===== config.mk =====
export PLATFORM = sky130hd
export DESIGN_NAME = canny_grad_top
export DESIGN_NICKNAME = d
export VERILOG_FILES = /design/src/hw/canny_grad_pkg.sv /design/src/hw/sobel_kernel.sv /design/src/hw/grad_fifo.sv /design/src/hw/ratio_divider.sv /design/src/hw/angle_quantizer.sv /design/src/hw/canny_grad_top.sv
export VERILOG_INCLUDE_DIRS = /design/src /design/src/hw
export SDC_FILE = /design/constraint.sdc
export NUM_CORES = 1
export LEC_CHECK = 0
export BUFFER_PORTS_ARGS = -buffer_cell sky130_fd_sc_hd__buf_2
export CAP_MARGIN = 20
export CORE_MARGIN = 1
export CORE_UTILIZATION = 60
export CTS_CLUSTER_SIZE = 20
export DETAILED_ROUTE_END_ITERATION = 12
export PLACE_DENSITY = 0.79
export SYNTH_ARGS = -nofsm -noshare
export SYNTH_HDL_FRONTEND = slang
export SYNTH_HIERARCHICAL = 1
export SYNTH_SLANG_ARGS = --single-unit

===== constraint.sdc =====
create_clock -name clk -period 5.5 [get_ports clk]
set_clock_uncertainty 0.05 [all_clocks]
set_input_delay 0.825 -clock clk [delete_from_list [all_inputs] [get_ports clk]]
set_output_delay 0.825 -clock clk [all_outputs]
set_load 0.05 [all_outputs]

===== src/hw/canny_grad_macros.svh =====
`ifndef CANNY_GRAD_MACROS_SVH
`define CANNY_GRAD_MACROS_SVH

// data widths
`define CG_PIXEL_W 8
`define CG_GRAD_W 11
`define CG_MAG_W 12

// tangent ratio in fixed point
`define CG_FRAC_W 16
`define CG_QUOT_W 27
`define CG_TAN22_Q16 27145
`define CG_TAN67_Q16 158217

// direction codes
`define CG_ANG_0 2'd0
`define CG_ANG_45 2'd1
`define CG_ANG_90 2'd2
`define CG_ANG_135 2'd3

`define CG_FIFO_DEPTH 4

`endif


===== src/hw/canny_grad_pkg.sv =====
`include "canny_grad_macros.svh"

package canny_grad_pkg;

  typedef logic [`CG_PIXEL_W-1:0] pixel_t;

  // row-major order with p0 top left and p4 center
  typedef struct packed {
    pixel_t p0;
    pixel_t p1;
    pixel_t p2;
    pixel_t p3;
    pixel_t p4;
    pixel_t p5;
    pixel_t p6;
    pixel_t p7;
    pixel_t p8;
  } window_t;

  typedef struct packed {
    logic signed [`CG_GRAD_W-1:0] gx;
    logic signed [`CG_GRAD_W-1:0] gy;
  } grad_t;

  typedef logic [1:0] angle_t;

  typedef struct packed {
    logic [`CG_MAG_W-1:0] mag;
    angle_t               angle;
  } edge_t;

endpackage


===== src/hw/sobel_kernel.sv =====
`timescale 1ns/10ps

`include "canny_grad_macros.svh"

module sobel_kernel (
  input  logic                    clk,
  input  logic                    rst,
  input  canny_grad_pkg::window_t win,
  input  logic                    win_valid,
  output logic                    win_ready,
  output canny_grad_pkg::grad_t   grad,
  output logic                    grad_valid,
  input  logic                    grad_ready
);

  // column and row sums never exceed 4 * 255
  localparam int sum_w = `CG_GRAD_W - 1;

  logic [sum_w-1:0] left_sum;
  logic [sum_w-1:0] right_sum;
  logic [sum_w-1:0] top_sum;
  logic [sum_w-1:0] bottom_sum;
  logic             active;
  logic             load;

  assign left_sum   = sum_w'(win.p0) + sum_w'({win.p3, 1'b0}) + sum_w'(win.p6);
  assign right_sum  = sum_w'(win.p2) + sum_w'({win.p5, 1'b0}) + sum_w'(win.p8);
  assign top_sum    = sum_w'(win.p0) + sum_w'({win.p1, 1'b0}) + sum_w'(win.p2);
  assign bottom_sum = sum_w'(win.p6) + sum_w'({win.p7, 1'b0}) + sum_w'(win.p8);

  // output register free or draining this cycle
  assign win_ready = active && (!grad_valid || grad_ready);
  assign load      = win_valid && win_ready;

  always_ff @(posedge clk or posedge rst) begin
    if (rst) begin
      active     <= 1'b0;
      grad_valid <= 1'b0;
    end else begin
      active <= 1'b1;
      if (load) begin
        grad_valid <= 1'b1;
      end else if (grad_ready) begin
        grad_valid <= 1'b0;
      end
    end
  end

  always_ff @(posedge clk) begin
    if (load) begin
      grad.gx <= $signed({1'b0, right_sum} - {1'b0, left_sum});
      grad.gy <= $signed({1'b0, bottom_sum} - {1'b0, top_sum});
    end
  end

endmodule


===== src/hw/grad_fifo.sv =====
`timescale 1ns/10ps

`include "canny_grad_macros.svh"

module grad_fifo #(
  parameter int depth = `CG_FIFO_DEPTH
) (
  input  logic                  clk,
  input  logic                  rst,
  input  canny_grad_pkg::grad_t grad,
  input  logic                  grad_valid,
  output logic                  grad_ready,
  output canny_grad_pkg::grad_t head,
  output logic                  head_valid,
  input  logic                  head_ready
);

  localparam int ptr_w = (depth > 1) ? $clog2(depth) : 1;
  localparam int cnt_w = $clog2(depth + 1);

  canny_grad_pkg::grad_t mem [depth];

  logic [ptr_w-1:0] wr_ptr;
  logic [ptr_w-1:0] rd_ptr;
  logic [cnt_w-1:0] count;
  logic             wr_en;
  logic             rd_en;

  // wraps at depth even when depth is not a power of two
  function automatic logic [ptr_w-1:0] next_ptr(input logic [ptr_w-1:0] ptr);
    if (ptr == ptr_w'(depth - 1)) begin
      return '0;
    end
    return ptr + ptr_w'(1);
  endfunction

  assign grad_ready = (count != cnt_w'(depth));
  assign head_valid = (count != '0);
  assign head       = mem[rd_ptr];
  assign wr_en      = grad_valid && grad_ready;
  assign rd_en      = head_valid && head_ready;

  always_ff @(posedge clk) begin
    if (wr_en) begin
      mem[wr_ptr] <= grad;
    end
  end

  always_ff @(posedge clk or posedge rst) begin
    if (rst) begin
      wr_ptr <= '0;
      rd_ptr <= '0;
      count  <= '0;
    end else begin
      if (wr_en) begin
        wr_ptr <= next_ptr(wr_ptr);
      end
      if (rd_en) begin
        rd_ptr <= next_ptr(rd_ptr);
      end
      // simultaneous push and pop leaves the count alone
      case ({wr_en, rd_en})
        2'b10: count <= count + cnt_w'(1);
        2'b01: count <= count - cnt_w'(1);
        default: count <= count;
      endcase
    end
  end

endmodule


===== src/hw/ratio_divider.sv =====
`timescale 1ns/10ps

`include "canny_grad_macros.svh"

module ratio_divider (
  input  logic                         clk,
  input  logic                         rst,
  input  logic                         start,
  input  logic signed [`CG_GRAD_W-1:0] gx,
  input  logic signed [`CG_GRAD_W-1:0] gy,
  output logic                         busy,
  output logic signed [`CG_QUOT_W:0]   quot
);

  localparam int cnt_w = $clog2(`CG_QUOT_W + 1);

  logic [cnt_w-1:0]      steps;
  // dividend bits leave at the top, quotient bits enter at the bottom
  logic [`CG_QUOT_W-1:0] dvd;
  logic [`CG_GRAD_W-1:0] divisor;
  logic [`CG_GRAD_W-1:0] rem;
  logic                  neg;
  logic [`CG_GRAD_W-1:0] abs_gx;
  logic [`CG_GRAD_W-1:0] abs_gy;
  logic [`CG_GRAD_W:0]   trial;
  logic [`CG_GRAD_W:0]   diff;
  logic                  q_bit;

  assign abs_gx = gx[`CG_GRAD_W-1] ? -gx : gx;
  assign abs_gy = gy[`CG_GRAD_W-1] ? -gy : gy;

  // partial remainder with the next dividend bit brought down
  assign trial = {rem, dvd[`CG_QUOT_W-1]};
  assign diff  = trial - {1'b0, divisor};
  assign q_bit = (trial >= {1'b0, divisor});

  assign busy = (steps != '0);

  // sign applied last so the quotient truncates toward zero
  assign quot = neg ? -$signed({1'b0, dvd}) : $signed({1'b0, dvd});

  always_ff @(posedge clk or posedge rst) begin
    if (rst) begin
      steps <= '0;
    end else if (start) begin
      steps <= cnt_w'(`CG_QUOT_W);
    end else if (busy) begin
      steps <= steps - cnt_w'(1);
    end
  end

  always_ff @(posedge clk) begin
    if (start) begin
      dvd     <= {abs_gy, {`CG_FRAC_W{1'b0}}};
      divisor <= abs_gx;
      rem     <= '0;
      neg     <= gx[`CG_GRAD_W-1] ^ gy[`CG_GRAD_W-1];
    end else if (busy) begin
      dvd <= {dvd[`CG_QUOT_W-2:0], q_bit};
      // remainder stays below the divisor, so the top bit is always clear
      if (q_bit) begin
        rem <= diff[`CG_GRAD_W-1:0];
      end else begin
        rem <= trial[`CG_GRAD_W-1:0];
      end
    end
  end

endmodule


===== src/hw/angle_quantizer.sv =====
`timescale 1ns/10ps

`include "canny_grad_macros.svh"

module angle_quantizer (
  input  logic                  clk,
  input  logic                  rst,
  input  canny_grad_pkg::grad_t head,
  input  logic                  head_valid,
  output logic                  head_ready,
  output canny_grad_pkg::edge_t result,
  output logic                  res_valid,
  input  logic                  res_ready
);

  localparam logic [1:0] st_idle   = 2'd0;
  localparam logic [1:0] st_divide = 2'd1;
  localparam logic [1:0] st_hold   = 2'd2;

  logic [1:0]                   state;
  logic                         start_q;
  canny_grad_pkg::grad_t        pair_q;
  logic [`CG_MAG_W-1:0]         mag_q;
  logic                         gx_zero_q;
  logic                         gy_zero_q;
  logic [`CG_GRAD_W-1:0]        abs_gx;
  logic [`CG_GRAD_W-1:0]        abs_gy;
  logic signed [`CG_GRAD_W-1:0] div_gx;
  logic                         div_busy;
  logic signed [`CG_QUOT_W:0]   quot;
  logic [`CG_QUOT_W:0]          abs_quot;
  canny_grad_pkg::angle_t       dir;
  logic                         accept;
  logic                         finish;

  assign head_ready = (state == st_idle);
  assign res_valid  = (state == st_hold);
  assign accept     = head_valid && head_ready;

  assign abs_gx = head.gx[`CG_GRAD_W-1] ? -head.gx : head.gx;
  assign abs_gy = head.gy[`CG_GRAD_W-1] ? -head.gy : head.gy;

  // zero gx still runs the divider on 1 to keep the latency fixed
  assign div_gx = gx_zero_q ? `CG_GRAD_W'sd1 : pair_q.gx;

  // load cycle has start_q high and busy still low
  assign finish = (state == st_divide) && !start_q && !div_busy;

  ratio_divider ratio_divider_inst (
    .clk   (clk),
    .rst   (rst),
    .start (start_q),
    .gx    (div_gx),
    .gy    (pair_q.gy),
    .busy  (div_busy),
    .quot  (quot)
  );

  assign abs_quot = quot[`CG_QUOT_W] ? -quot : quot;

  always_comb begin
    if (gx_zero_q) begin
      dir = gy_zero_q ? `CG_ANG_0 : `CG_ANG_90;
    end else if (abs_quot <= `CG_TAN22_Q16) begin
      dir = `CG_ANG_0;
    end else if (abs_quot >= `CG_TAN67_Q16) begin
      dir = `CG_ANG_90;
    end else begin
      dir = quot[`CG_QUOT_W] ? `CG_ANG_135 : `CG_ANG_45;
    end
  end

  always_ff @(posedge clk or posedge rst) begin
    if (rst) begin
      state   <= st_idle;
      start_q <= 1'b0;
    end else begin
      start_q <= accept;
      case (state)
        st_idle:   if (accept) state <= st_divide;
        st_divide: if (finish) state <= st_hold;
        st_hold:   if (res_ready) state <= st_idle;
        default:   state <= st_idle;
      endcase
    end
  end

  always_ff @(posedge clk) begin
    if (accept) begin
      pair_q    <= head;
      mag_q     <= `CG_MAG_W'(abs_gx) + `CG_MAG_W'(abs_gy);
      gx_zero_q <= (head.gx == '0);
      gy_zero_q <= (head.gy == '0);
    end
    if (finish) begin
      result.mag   <= mag_q;
      result.angle <= dir;
    end
  end

endmodule


===== src/hw/canny_grad_top.sv =====
`timescale 1ns/10ps

`include "canny_grad_macros.svh"

module canny_grad_top (
  input  logic                    clk,
  input  logic                    rst,
  input  canny_grad_pkg::window_t win,
  input  logic                    win_valid,
  output logic                    win_ready,
  output canny_grad_pkg::edge_t   result,
  output logic                    res_valid,
  input  logic                    res_ready
);

  canny_grad_pkg::grad_t grad;
  logic                  grad_valid;
  logic                  grad_ready;
  canny_grad_pkg::grad_t head;
  logic                  head_valid;
  logic                  head_ready;

  sobel_kernel sobel_kernel_inst (
    .clk        (clk),
    .rst        (rst),
    .win        (win),
    .win_valid  (win_valid),
    .win_ready  (win_ready),
    .grad       (grad),
    .grad_valid (grad_valid),
    .grad_ready (grad_ready)
  );

  // absorbs gradients while the divider is busy
  grad_fifo #(
    .depth (`CG_FIFO_DEPTH)
  ) grad_fifo_inst (
    .clk        (clk),
    .rst        (rst),
    .grad       (grad),
    .grad_valid (grad_valid),
    .grad_ready (grad_ready),
    .head       (head),
    .head_valid (head_valid),
    .head_ready (head_ready)
  );

  angle_quantizer angle_quantizer_inst (
    .clk        (clk),
    .rst        (rst),
    .head       (head),
    .head_valid (head_valid),
    .head_ready (head_ready),
    .result     (result),
    .res_valid  (res_valid),
    .res_ready  (res_ready)
  );

endmodule


==> results.cfg, run 1 <==
[status]
status = complete, no violations

[synthesis]
ys_seq_elements = 227
synth_top_family_by_area = adder cells
async_reset_ff_share_pct = 7.49
synthXorXnorAreaFrac_pct = 5.76
synth-adder-area-share_pct = 14.6
synth-simple-area-share_pct = 12.3
synth_cells = 1246
yosysSeqAreaShare_pct = 46.2
synth.net_count = 1446
syn_area_per_cell_um2 = 11.2
synth_cell_types = 86
synth_ff_type = edfxtp_1
synth_edf_count = 183
synth_warnings = 6
synth_compound_area_share_pct = 10.0
syn_area_um2 = 14000
muxShareOfSynthArea_pct = 4.89

[clocking]
clock_path_buffers = 3
clk_pin_slew_ns = 0.06
cts_setup_buffers = 0
clk_latency_ns = 0.52
clockRootBuffer = clkbuf_16
cts_tree = done
cts_made_buffers = 23
ctsHoldBuffers = 0
clock_sinks = 227
cts-htree-levels = 1
cts_resized = 0

[timing]
fin_setup_tns_ns = 0
rsz0062_at_grt = no
finalWorstSetupSlack_ns = 0.897
maxSlewHeadroom_pct = 25.3
fmax_ghz = 0.217
worst_hold_slack_ns = 0.198
post-route-period-util_pct = 83.7
worst-slew-pin-transition_ns = 1.11
final_max_slew_viol_count = 0
finalHoldViolations = 0
setup_violations = 0
period_minus_slack_ns = 4.60

[pwr]
switchingPower_mw = 3.89
intPower_mw = 5.85
clockPowerShare_pct = 16.6
p_comb_share_pct = 51.6
ir_drop_mv = 0.378
netSwitchingFraction_pct = 40.0
p_seq_share_pct = 31.7
p_leak_nw = 6.26
power_density_nw_per_um2 = 629

[routing]
drt_iter0_drc = 465
drcViolationCount = 0
antenna_left = 0
wl_um = 27200
wl_per_cell_um = 16.4
drt-met1-wl_um = 11000
highest_layer = met4
firstDrtPassIters = 7
routed_via_density = 5.67
dr_wl_met2_um = 14300
dr_total_vias = 9385
route.met3.wl_um = 1040

[floorplanning]
die_x_um = 155
rows = 55
die_h_um = 155
core_um2 = 22800
io_pins = 92
start_util_pct = 61.4
dieArea_um2 = 23900

[global_route]
antenna_found_initial = 0
overflow = 0
grt_max_degree = 58
grt_pass1_wl_um = 45500
grtUsageTotal_pct = 23.8
first_global_vias = 9587

[critical_path]
cp-start-kind = flip-flop
critical_path_class = flip-flop to flip-flop
cp.required_ns = 5.72
crit_fanout = 6
arrival_ns = 4.83
cp-end-kind = flip-flop

[finish]
drive_above_1_share_pct = 14.9
final_util_pct = 68.0
area_delta_synth_final_pct = 10.8
fin_nets = 1526
antenna_cells = 0

[run]
drv_cap = 0

[placed_design]
dpl.hpwl_um = 20200
gp_congestion = 0.875
port_buffers = 83
place_ws_ns = 0.910

[min_path]
hold_path_class = input port to asynchronous set/reset pin
-- sequential cells by signal (all words and copies together) (netlist names), 3 cells and up --
signal,count
angle_quantizer_inst/mag_q,12
angle_quantizer_inst/ratio_divider_inst/dvd,27
sobel_kernel_inst/grad,22
angle_quantizer_inst/pair_q,22
angle_quantizer_inst/ratio_divider_inst/rem,11
grad_fifo_inst/mem,88
angle_quantizer_inst/ratio_divider_inst/steps,5
angle_quantizer_inst/result,14
grad_fifo_inst/count,3
angle_quantizer_inst/ratio_divider_inst/divisor,11
-- power groups by stage --
stage                     registers, mW  clock network (mW)  logic (mW)
after floorplan                    2.98                   0        4.02
after global placement             3.08                   0        4.80
after detailed placement           3.12                   0        4.99
after CTS                          3.10                1.65        5.04
after global routing               3.16                1.72        5.63
final                              3.09                1.62        5.03
-- path summary, 6_finish.rpt --
check | start | end | slack (ns) | cells after the start
setup / recovery | angle_quantizer_inst/ratio_divider_inst/dvd[7]$_SDFFE_PP0N_ | angle_quantizer_inst/result[1]$_DFFE_PP_ | 0.90 | 13
setup reg to reg | angle_quantizer_inst/ratio_divider_inst/dvd[7]$_SDFFE_PP0N_ | angle_quantizer_inst/result[1]$_DFFE_PP_ | 0.90 | 13
hold / removal | rst | sobel_kernel_inst/active$_DFF_PP0_ | 0.20 | 2
min in group clk | angle_quantizer_inst/mag_q[4]$_DFFE_PP_ | angle_quantizer_inst/result[6]$_DFFE_PP_ | 0.37 | 0
hold reg to reg | angle_quantizer_inst/mag_q[4]$_DFFE_PP_ | angle_quantizer_inst/result[6]$_DFFE_PP_ | 0.37 | 0
max in group asynchronous | rst | grad_fifo_inst/count[0]$_DFFE_PP0P_ | 4.89 | 2
-- cell families (layout without fill, tap and decap cells) --
group | Yosys count | count (layout)
simple gates | 334 | 334
compound gates | 205 | 205
mux | 39 | 39
xor+xnor | 92 | 92
fa+ha+maj | 124 | 124
other cells | 1 | 1
buf+inv | 224 | 321
flops | 227 | 227
-- layer usage --
metal,track usage (%),up-vias
met5,0,-
met4,8.44,0
met3,3.05,68
met2,44.9,230
met1,27.8,4551
li1,-,4536
-- cell usage in the layout, fill, tap and decap left out, types with 5 or more instances in the layout --
cell type  count
a211oi_1      11
a21o_1         9
a21oi_1       43
a311oi_1       5
a31oi_1       11
buf_2         83
buf_4         10
clkbuf_16     23
dfrtp_1       16
dfxtp_1       27
edfxtp_1     183
fa_1          65
ha_1          59
inv_1        185
mux2_2         7
mux2i_1        8
mux4_2        22
nand2_1      113
nand2b_1      18
nand3_1       10
nand4_1        7
nor2_1        61
nor2b_1       20
nor3_1        24
nor4_1        13
o21a_1         9
o21ai_0       43
o31ai_1       17
o41ai_1        6
or2_2          5
or3_1         18
or4_1          7
xnor2_1       75
xor2_1        17
-- synthesized netlist by cell type (6+ instances only) --
cell type    n  area, um2
a211oi_1    11       82.6
a21o_1       9       67.6
a21oi_1     43        215
a31oi_1     11       68.8
clkbuf_1    24       90.1
dfrtp_1     17        425
dfxtp_1     27        541
edfxtp_1   183       5500
fa_1        65       1300
ha_1        59        738
inv_1      185        694
mux2_2       7       78.8
mux2i_1      8       80.1
mux4_2      22        495
nand2_1    113        424
nand2b_1    18        113
nand3_1     10       50.1
nand4_1      7       43.8
nor2_1      61        229
nor2b_1     21        131
nor3_1      24        120
nor4_1      13       81.3
o21a_1       9       67.6
o21ai_0     43        215
o31ai_1     17        128
o41ai_1      6       52.6
or3_1       18        113
or4_1        7       52.6
xnor2_1     75        657
xor2_1      17        149
-- layout make-up --
cell class                 count  area, um2
fill                        1610       7280
multi-input combinational    795       6660
sequential                   227       6460
inverter                     186        698
clock buffer                  29        618
timing repair buffer          93        490
tap                          313        392
clock inverter                13        176
-- worst max-delay path, stage by stage (launching register included) --
cell	delay [ns]
dfxtp_1	0.36
or4_4	0.57
or3_4	0.36
or3_4	0.43
o41a_1	0.33
xor2_1	0.18
or4_1	0.61
nor4_1	0.17
o21ai_0	0.11
o31a_1	0.13
or4_4	0.54
nor3_1	0.20
o211ai_1	0.14
a2bb2oi_1	0.17
-- through the flow --
step,total power [mW],area [um2],std cells
2_1_floorplan,7.00,14000,1246
3_3_place_gp,7.89,14700,1614
3_5_place_dp,8.11,14700,1614
4_1_cts,9.79,15500,1656
5_1_grt,10.5,15500,1656
6_report,9.74,15500,1656
(Power assumes the default switching activity.)
==> run 2: changes to the inputs <==
- ABC_AREA: default -> 1
- CORE_UTILIZATION: 60 -> 56
- PLACE_DENSITY: 0.79 -> 0.77
- clock period: 5.5 -> 4.11 ns (I/O delays scaled with it)
==> results.cfg, run 2 <==
[timing]
final_max_slew_viol_count = 0
setup_violations = 0
finalWorstSetupSlack_ns = 0.446
worst-slew-pin-transition_ns = 0.912
maxSlewHeadroom_pct = 39.2
worst_hold_slack_ns = 0.211
fmax_ghz = 0.273
fin_setup_tns_ns = 0
rsz0062_at_grt = no
post-route-period-util_pct = 89.1
finalHoldViolations = 0
period_minus_slack_ns = 3.66

[finish]
final_cells = 2205
antenna_cells = 0
layout_commonest_cell = inv_1
top_regs = grad_fifo_inst/mem x88, angle_quantizer_inst/ratio_divider_inst/dvd x27
drive_above_1_share_pct = 13.3
largest-register = grad_fifo_inst/mem
most-common-layout-cells = inv_1, nand2_1, edfxtp_1, nor2_1, nand3_1
largest_reg_flops = 88
fin_nets = 2047
area_delta_synth_final_pct = 10.7

[routing]
wl_per_cell_um = 13.6
dr_wl_met2_um = 15400
drt_iter0_drc = 660
route.met3.wl_um = 1000
wl_um = 30000
highest_layer = met4
drt-met1-wl_um = 12700
drcViolationCount = 0
antenna_left = 0
dr_total_vias = 11300
firstDrtPassIters = 6
routed_via_density = 5.11

[synthesis]
syn_area_um2 = 15300
synth.net_count = 1944
synth_warnings = 6
synth_ff_type = edfxtp_1
synth_top_area_share_pct = 35.9
synthXorXnorAreaFrac_pct = 4.56
synth_cell_types = 56
synth_edf_count = 183
synth_cells = 1744
yosysSeqAreaShare_pct = 42.2
synth_top_area_cell = edfxtp_1
muxShareOfSynthArea_pct = 0
synth-adder-area-share_pct = 13.3
syn_area_per_cell_um2 = 8.78
async_reset_ff_share_pct = 7.49
yosysMostFrequentCell = inv_1
synth-simple-area-share_pct = 21.4
ys_seq_elements = 227
synth_compound_area_share_pct = 7.15
synthTopCellsByCount = inv_1, nand2_1, edfxtp_1, nor2_1, nand3_1
synth.area.top_cells = edfxtp_1, inv_1, nand2_1
synth_top_family_by_area = simple AND/OR/NAND/NOR gates

[pwr]
power_mw = 14.3
ir_drop_mv = 0.508
power_density_nw_per_um2 = 845
p_leak_nw = 8.17

[critical_path]
crit_chain = buf_16 -> o211ai_1 -> nand2_1 -> nor3_1 -> nor2_1 -> xor2_1 -> ha_1 -> a21oi_1 -> o21ai_1 -> nand2_1 -> nand2_1 -> nand2_1 -> nand2_1 -> nand2_1 -> nand2_1 -> a21oi_1 -> nor2_1 -> o21ai_0 -> nand2_1 -> xor2_1
crit_top_cell = nand2_1
cp-start-kind = flip-flop
crit_fanout = 22
arrival_ns = 3.87
r2r_setup_slack_ns = 0.45
cp.required_ns = 4.32
max_stage_delay_ns = 0.61
cp-end-kind = flip-flop
critical_path_class = flip-flop to flip-flop
slowest_stage = dfrtp_4

[floorplanning]
die_x_um = 167
io_pins = 92
rows = 60
core_um2 = 26900
die_h_um = 167
start_util_pct = 57.0
dieArea_um2 = 28000

[global_route]
antenna_found_initial = 0
grtUsageTotal_pct = 22.0
overflow = 0
grt_max_degree = 43
grt_pass1_wl_um = 50400
first_global_vias = 11000

[run]
drv_cap = 0

[clocking]
clk_pin_slew_ns = 0.06
clk_latency_ns = 0.52
clock_sinks = 227
cts_made_buffers = 23
cts_tree = done
cts-htree-levels = 1
clock_path_buffers = 3
clockRootBuffer = clkbuf_16

[placed_design]
port_buffers = 83
gp_congestion = 0.897
dpl.hpwl_um = 23300
place_ws_ns = 0.306
dp.cells = 2161

[min_path]
hold_path_class = input port to flip-flop

[status]
status = complete, no violations
## run 2: final timing paths
path,from,end,cells after the start
setup reg to reg,grad_fifo_inst/rd_ptr[0]$_DFFE_PP0P_,angle_quantizer_inst/mag_q[10]$_DFFE_PP_,20
min in group asynchronous,rst,sobel_kernel_inst/grad_valid$_DFFE_PP0P_,3
setup / recovery,grad_fifo_inst/rd_ptr[0]$_DFFE_PP0P_,angle_quantizer_inst/mag_q[10]$_DFFE_PP_,20
hold / removal,res_ready,angle_quantizer_inst/state[1]$_DFFE_PP0P_,2
hold reg to reg,angle_quantizer_inst/mag_q[8]$_DFFE_PP_,angle_quantizer_inst/result[10]$_DFFE_PP_,0
max in group asynchronous,rst,grad_fifo_inst/rd_ptr[0]$_DFFE_PP0P_,3
## run 2: timing repair
action / 4_1_cts / 5_1_grt
hold endpoints to repair: 5 / 0
gates resized for setup: 0 / 3
setup buffers: 0 / 1
hold buffers: 1 / 0
setup endpoints to repair: 0 / 4
## run 2: power by group
| group | leakage (nW) | internal (mW) | switching, mW | total [mW] |
|---|---|---|---|---|
| logic | 5.67 | 3.00 | 5.13 | 8.13 |
| clock network | 0.370 | 1.29 | 0.847 | 2.13 |
| registers | 2.13 | 3.62 | 0.437 | 4.06 |
| total | 8.17 | 7.90 | 6.42 | 14.3 |
## run 2: cell families (layout without fill, tap and decap cells)
kind of cell    Yosys count  after routing
compound gates          159            159
xor+xnor                 78             78
flops                   227            227
buf+inv                 425            545
simple gates            730            730
other cells               1              1
fa+ha+maj               124            124
## run 2: per-layer routing
layer  track usage, %  vias to the layer above
met1             26.7                     5235
li1                 -                     5712
met5                0                        -
met2             40.5                      251
met4             7.86                        0
met3             2.08                       60
## run 2: per-stage QoR
| step | util [%] | instance area [um2] |
|---|---|---|
| after floorplan | - | 15300 |
| after global placement | 60.0 | 16100 |
| after detailed placement | 60.0 | 16100 |
| after CTS | 62.9 | 16900 |
| after global routing | 63.0 | 16900 |
| final | 63.0 | 16900 |
## run 2: final cells by class
cell class	instances	area, um2
fill	2236	9930
multi-input combinational	1092	7130
sequential	227	6460
inverter	391	1470
timing repair buffer	112	668
clock buffer	33	644
tap	341	427
clock inverter	9	136
## run 2: critical path: cells and delay by family, from the launching register on
kind                       cells  cell delay (ns)
AOI/OAI and AO/OA              5             0.81
xor gates and xnor gates       2             0.31
adders and majority gates      1             0.34
buffers and inverters          1             0.22
DFF                            1             0.61
and+or+nand+nor               11             1.07
==> run 3: changes to the inputs <==
- ABC_AREA: 1 -> default
- CTS_CLUSTER_SIZE: 20 -> 40
- PLACE_DENSITY: 0.77 -> 0.78
==> results.cfg, run 3 (synthesis gave the netlist of run 1 again) <==
[floorplanning]
die_x_um = 160
start_util_pct = 57.3
core_um2 = 24400
die_h_um = 160
dieArea_um2 = 25600
rows = 57
io_pins = 92

[timing]
maxSlewHeadroom_pct = 48.6
period_minus_slack_ns = 4.22
finalWorstSetupSlack_ns = -0.113
worst-slew-pin-transition_ns = 0.770
post-route-period-util_pct = 103
fin_setup_tns_ns = -0.189
finalHoldViolations = 0
rsz0062_at_grt = yes
final_max_slew_viol_count = 0
fmax_ghz = 0.237
setup_violations = 2

[pwr]
p_comb_share_pct = 54.3
netSwitchingFraction_pct = 39.9
clockPowerShare_pct = 16.0
p_seq_share_pct = 29.7
ir_drop_mv = 0.478
switchingPower_mw = 5.42
intPower_mw = 8.17
p_leak_nw = 6.57
power_density_nw_per_um2 = 847

[global_route]
antenna_found_initial = 0
first_global_vias = 9930
grt_max_degree = 56
grtUsageTotal_pct = 22.5
overflow = 0
grt_pass1_wl_um = 46700

[finish]
final_cells = 1724
fin_nets = 1582
largest_reg_flops = 88
drive_above_1_share_pct = 19.4
layout_commonest_cell = inv_1
fillers = 1757
most-common-layout-cells = inv_1, edfxtp_1, nand2_1, buf_2, xnor2_1
top_regs = grad_fifo_inst/mem x88, angle_quantizer_inst/ratio_divider_inst/dvd x27
area_delta_synth_final_pct = 14.7
antenna_cells = 0
largest-register = grad_fifo_inst/mem
finish.instance_area_um2 = 16000

[status]
violations = setup timing
status = complete, but fails checks

[routing]
drcViolationCount = 0
drt_iter0_drc = 609
antenna_left = 0
firstDrtPassIters = 5
dr_total_vias = 9570
wl_um = 28100
routed_via_density = 5.55
wl_per_cell_um = 16.3

[critical_path]
slowest_stage = or4_4
cpLargestDelayFamily = simple AND/OR/NAND/NOR gates
cp-end-kind = flip-flop
max_stage_delay_ns = 0.54
cp.required_ns = 4.32
crit_chain = or4_4 -> or3_4 -> or3_4 -> o41a_1 -> xor2_2 -> or4_4 -> nor4_4 -> o21ai_1 -> o31a_1 -> or4_4 -> nor3_2 -> o211ai_1 -> a2bb2oi_1
crit_fanout = 4
r2r_setup_slack_ns = -0.11
cp-start-kind = flip-flop
crit_top_cell = or4_4
crit_buf_inv = 0
arrival_ns = 4.44
critical_path_class = flip-flop to flip-flop

[run]
drv_cap = 0

[clocking]
clockRootBuffer = clkbuf_16
clk_latency_ns = 0.52
clk_pin_slew_ns = 0.06
cts_made_buffers = 24
clock_sinks = 227
cts_tree = done
clock_path_buffers = 3
cts-htree-levels = 1

[placed_design]
gp_congestion = 0.903
port_buffers = 83
dp.cells = 1676
dpl_cell_area_um2 = 15100
dpl.hpwl_um = 20600

[min_path]
hold_path_class = input port to flip-flop
-- run 3: cell types whose count changed in the layout (fill, tap and decap cells not counted), sizes merged, moves of 22 or more --
cell / delta
nor2: -118
xnor2: +57
buf: +35
o211ai: -44
xor2: -43
inv: -203
or3: +23
nand2: -280
nand3: -88
mux4: +22
-- run 3: path summary, 6_finish.rpt --
check / cells past startpoint / to / start
worst min-delay path: 3 / sobel_kernel_inst/grad_valid$_DFFE_PP0P_ / win_valid
min in group asynchronous: 3 / sobel_kernel_inst/grad_valid$_DFFE_PP0P_ / rst
max in group asynchronous: 3 / grad_fifo_inst/rd_ptr[0]$_DFFE_PP0P_ / rst
worst max-delay path: 13 / angle_quantizer_inst/result[1]$_DFFE_PP_ / angle_quantizer_inst/ratio_divider_inst/dvd[15]$_SDFFE_PP0N_
worst max register to register: 13 / angle_quantizer_inst/result[1]$_DFFE_PP_ / angle_quantizer_inst/ratio_divider_inst/dvd[15]$_SDFFE_PP0N_
worst min register to register: 0 / angle_quantizer_inst/result[5]$_DFFE_PP_ / angle_quantizer_inst/mag_q[3]$_DFFE_PP_
-- run 3: what timing repair did --
action	CTS	global route
resized for setup	5	9
endpoints found under the hold margin	2	0
gates cloned	0	1
buffers inserted	0	1
setup endpoints to repair	2	5
pin swaps	2	1
hold buffers	1	0
-- run 3: power by group through the flow --
| stage | clock [mW] | combinational, mW | sequential, mW |
|---|---|---|---|
| after floorplan | 0 | 5.40 | 4.00 |
| after global placement | 0 | 6.91 | 4.01 |
| after detailed placement | 0 | 7.15 | 4.07 |
| after CTS | 2.20 | 7.27 | 4.03 |
| after global routing | 2.29 | 8.24 | 4.11 |
| final | 2.18 | 7.37 | 4.04 |
-- run 3: layout make-up --
cell class,count,area (um2),share of cell area (%)
well taps,324,405,2.53
repair buffers,148,943,5.88
clock buffers,25,626,3.90
clock inverters,19,178,1.11
inverters,186,698,4.35
multi-input cells,795,6720,41.9
flip-flops and latches,227,6470,40.3
-- run 3: tightest hold or removal path, stage by stage --
cell and delay, ns:
buf_2 0.09, nand2_1 0.07, nand2_1 0.07
-- run 3: routing by layer --
metal / up-vias / track usage, % / share of wire (%)
met5: - / 0 / 0
met3: 63 / 2.36 / 3.5
met2: 266 / 43.1 / 54
li1: 4644 / - / -
met4: 0 / 7.75 / 2.8
met1: 4597 / 25.9 / 40
-- run 3: per-stage QoR --
stage	power (mW)	setup WS, ns	hold WS (ns)	util, %
detailed placement	11.2	-0.186	0.355	62.0
CTS	13.5	-0.115	0.300	65.4
global route	14.6	-0.227	0.328	65.8
global placement	10.9	-0.143	0.351	62.0
floorplan	9.40	-0.0670	0.308	-
finish	13.6	-0.113	0.310	65.8
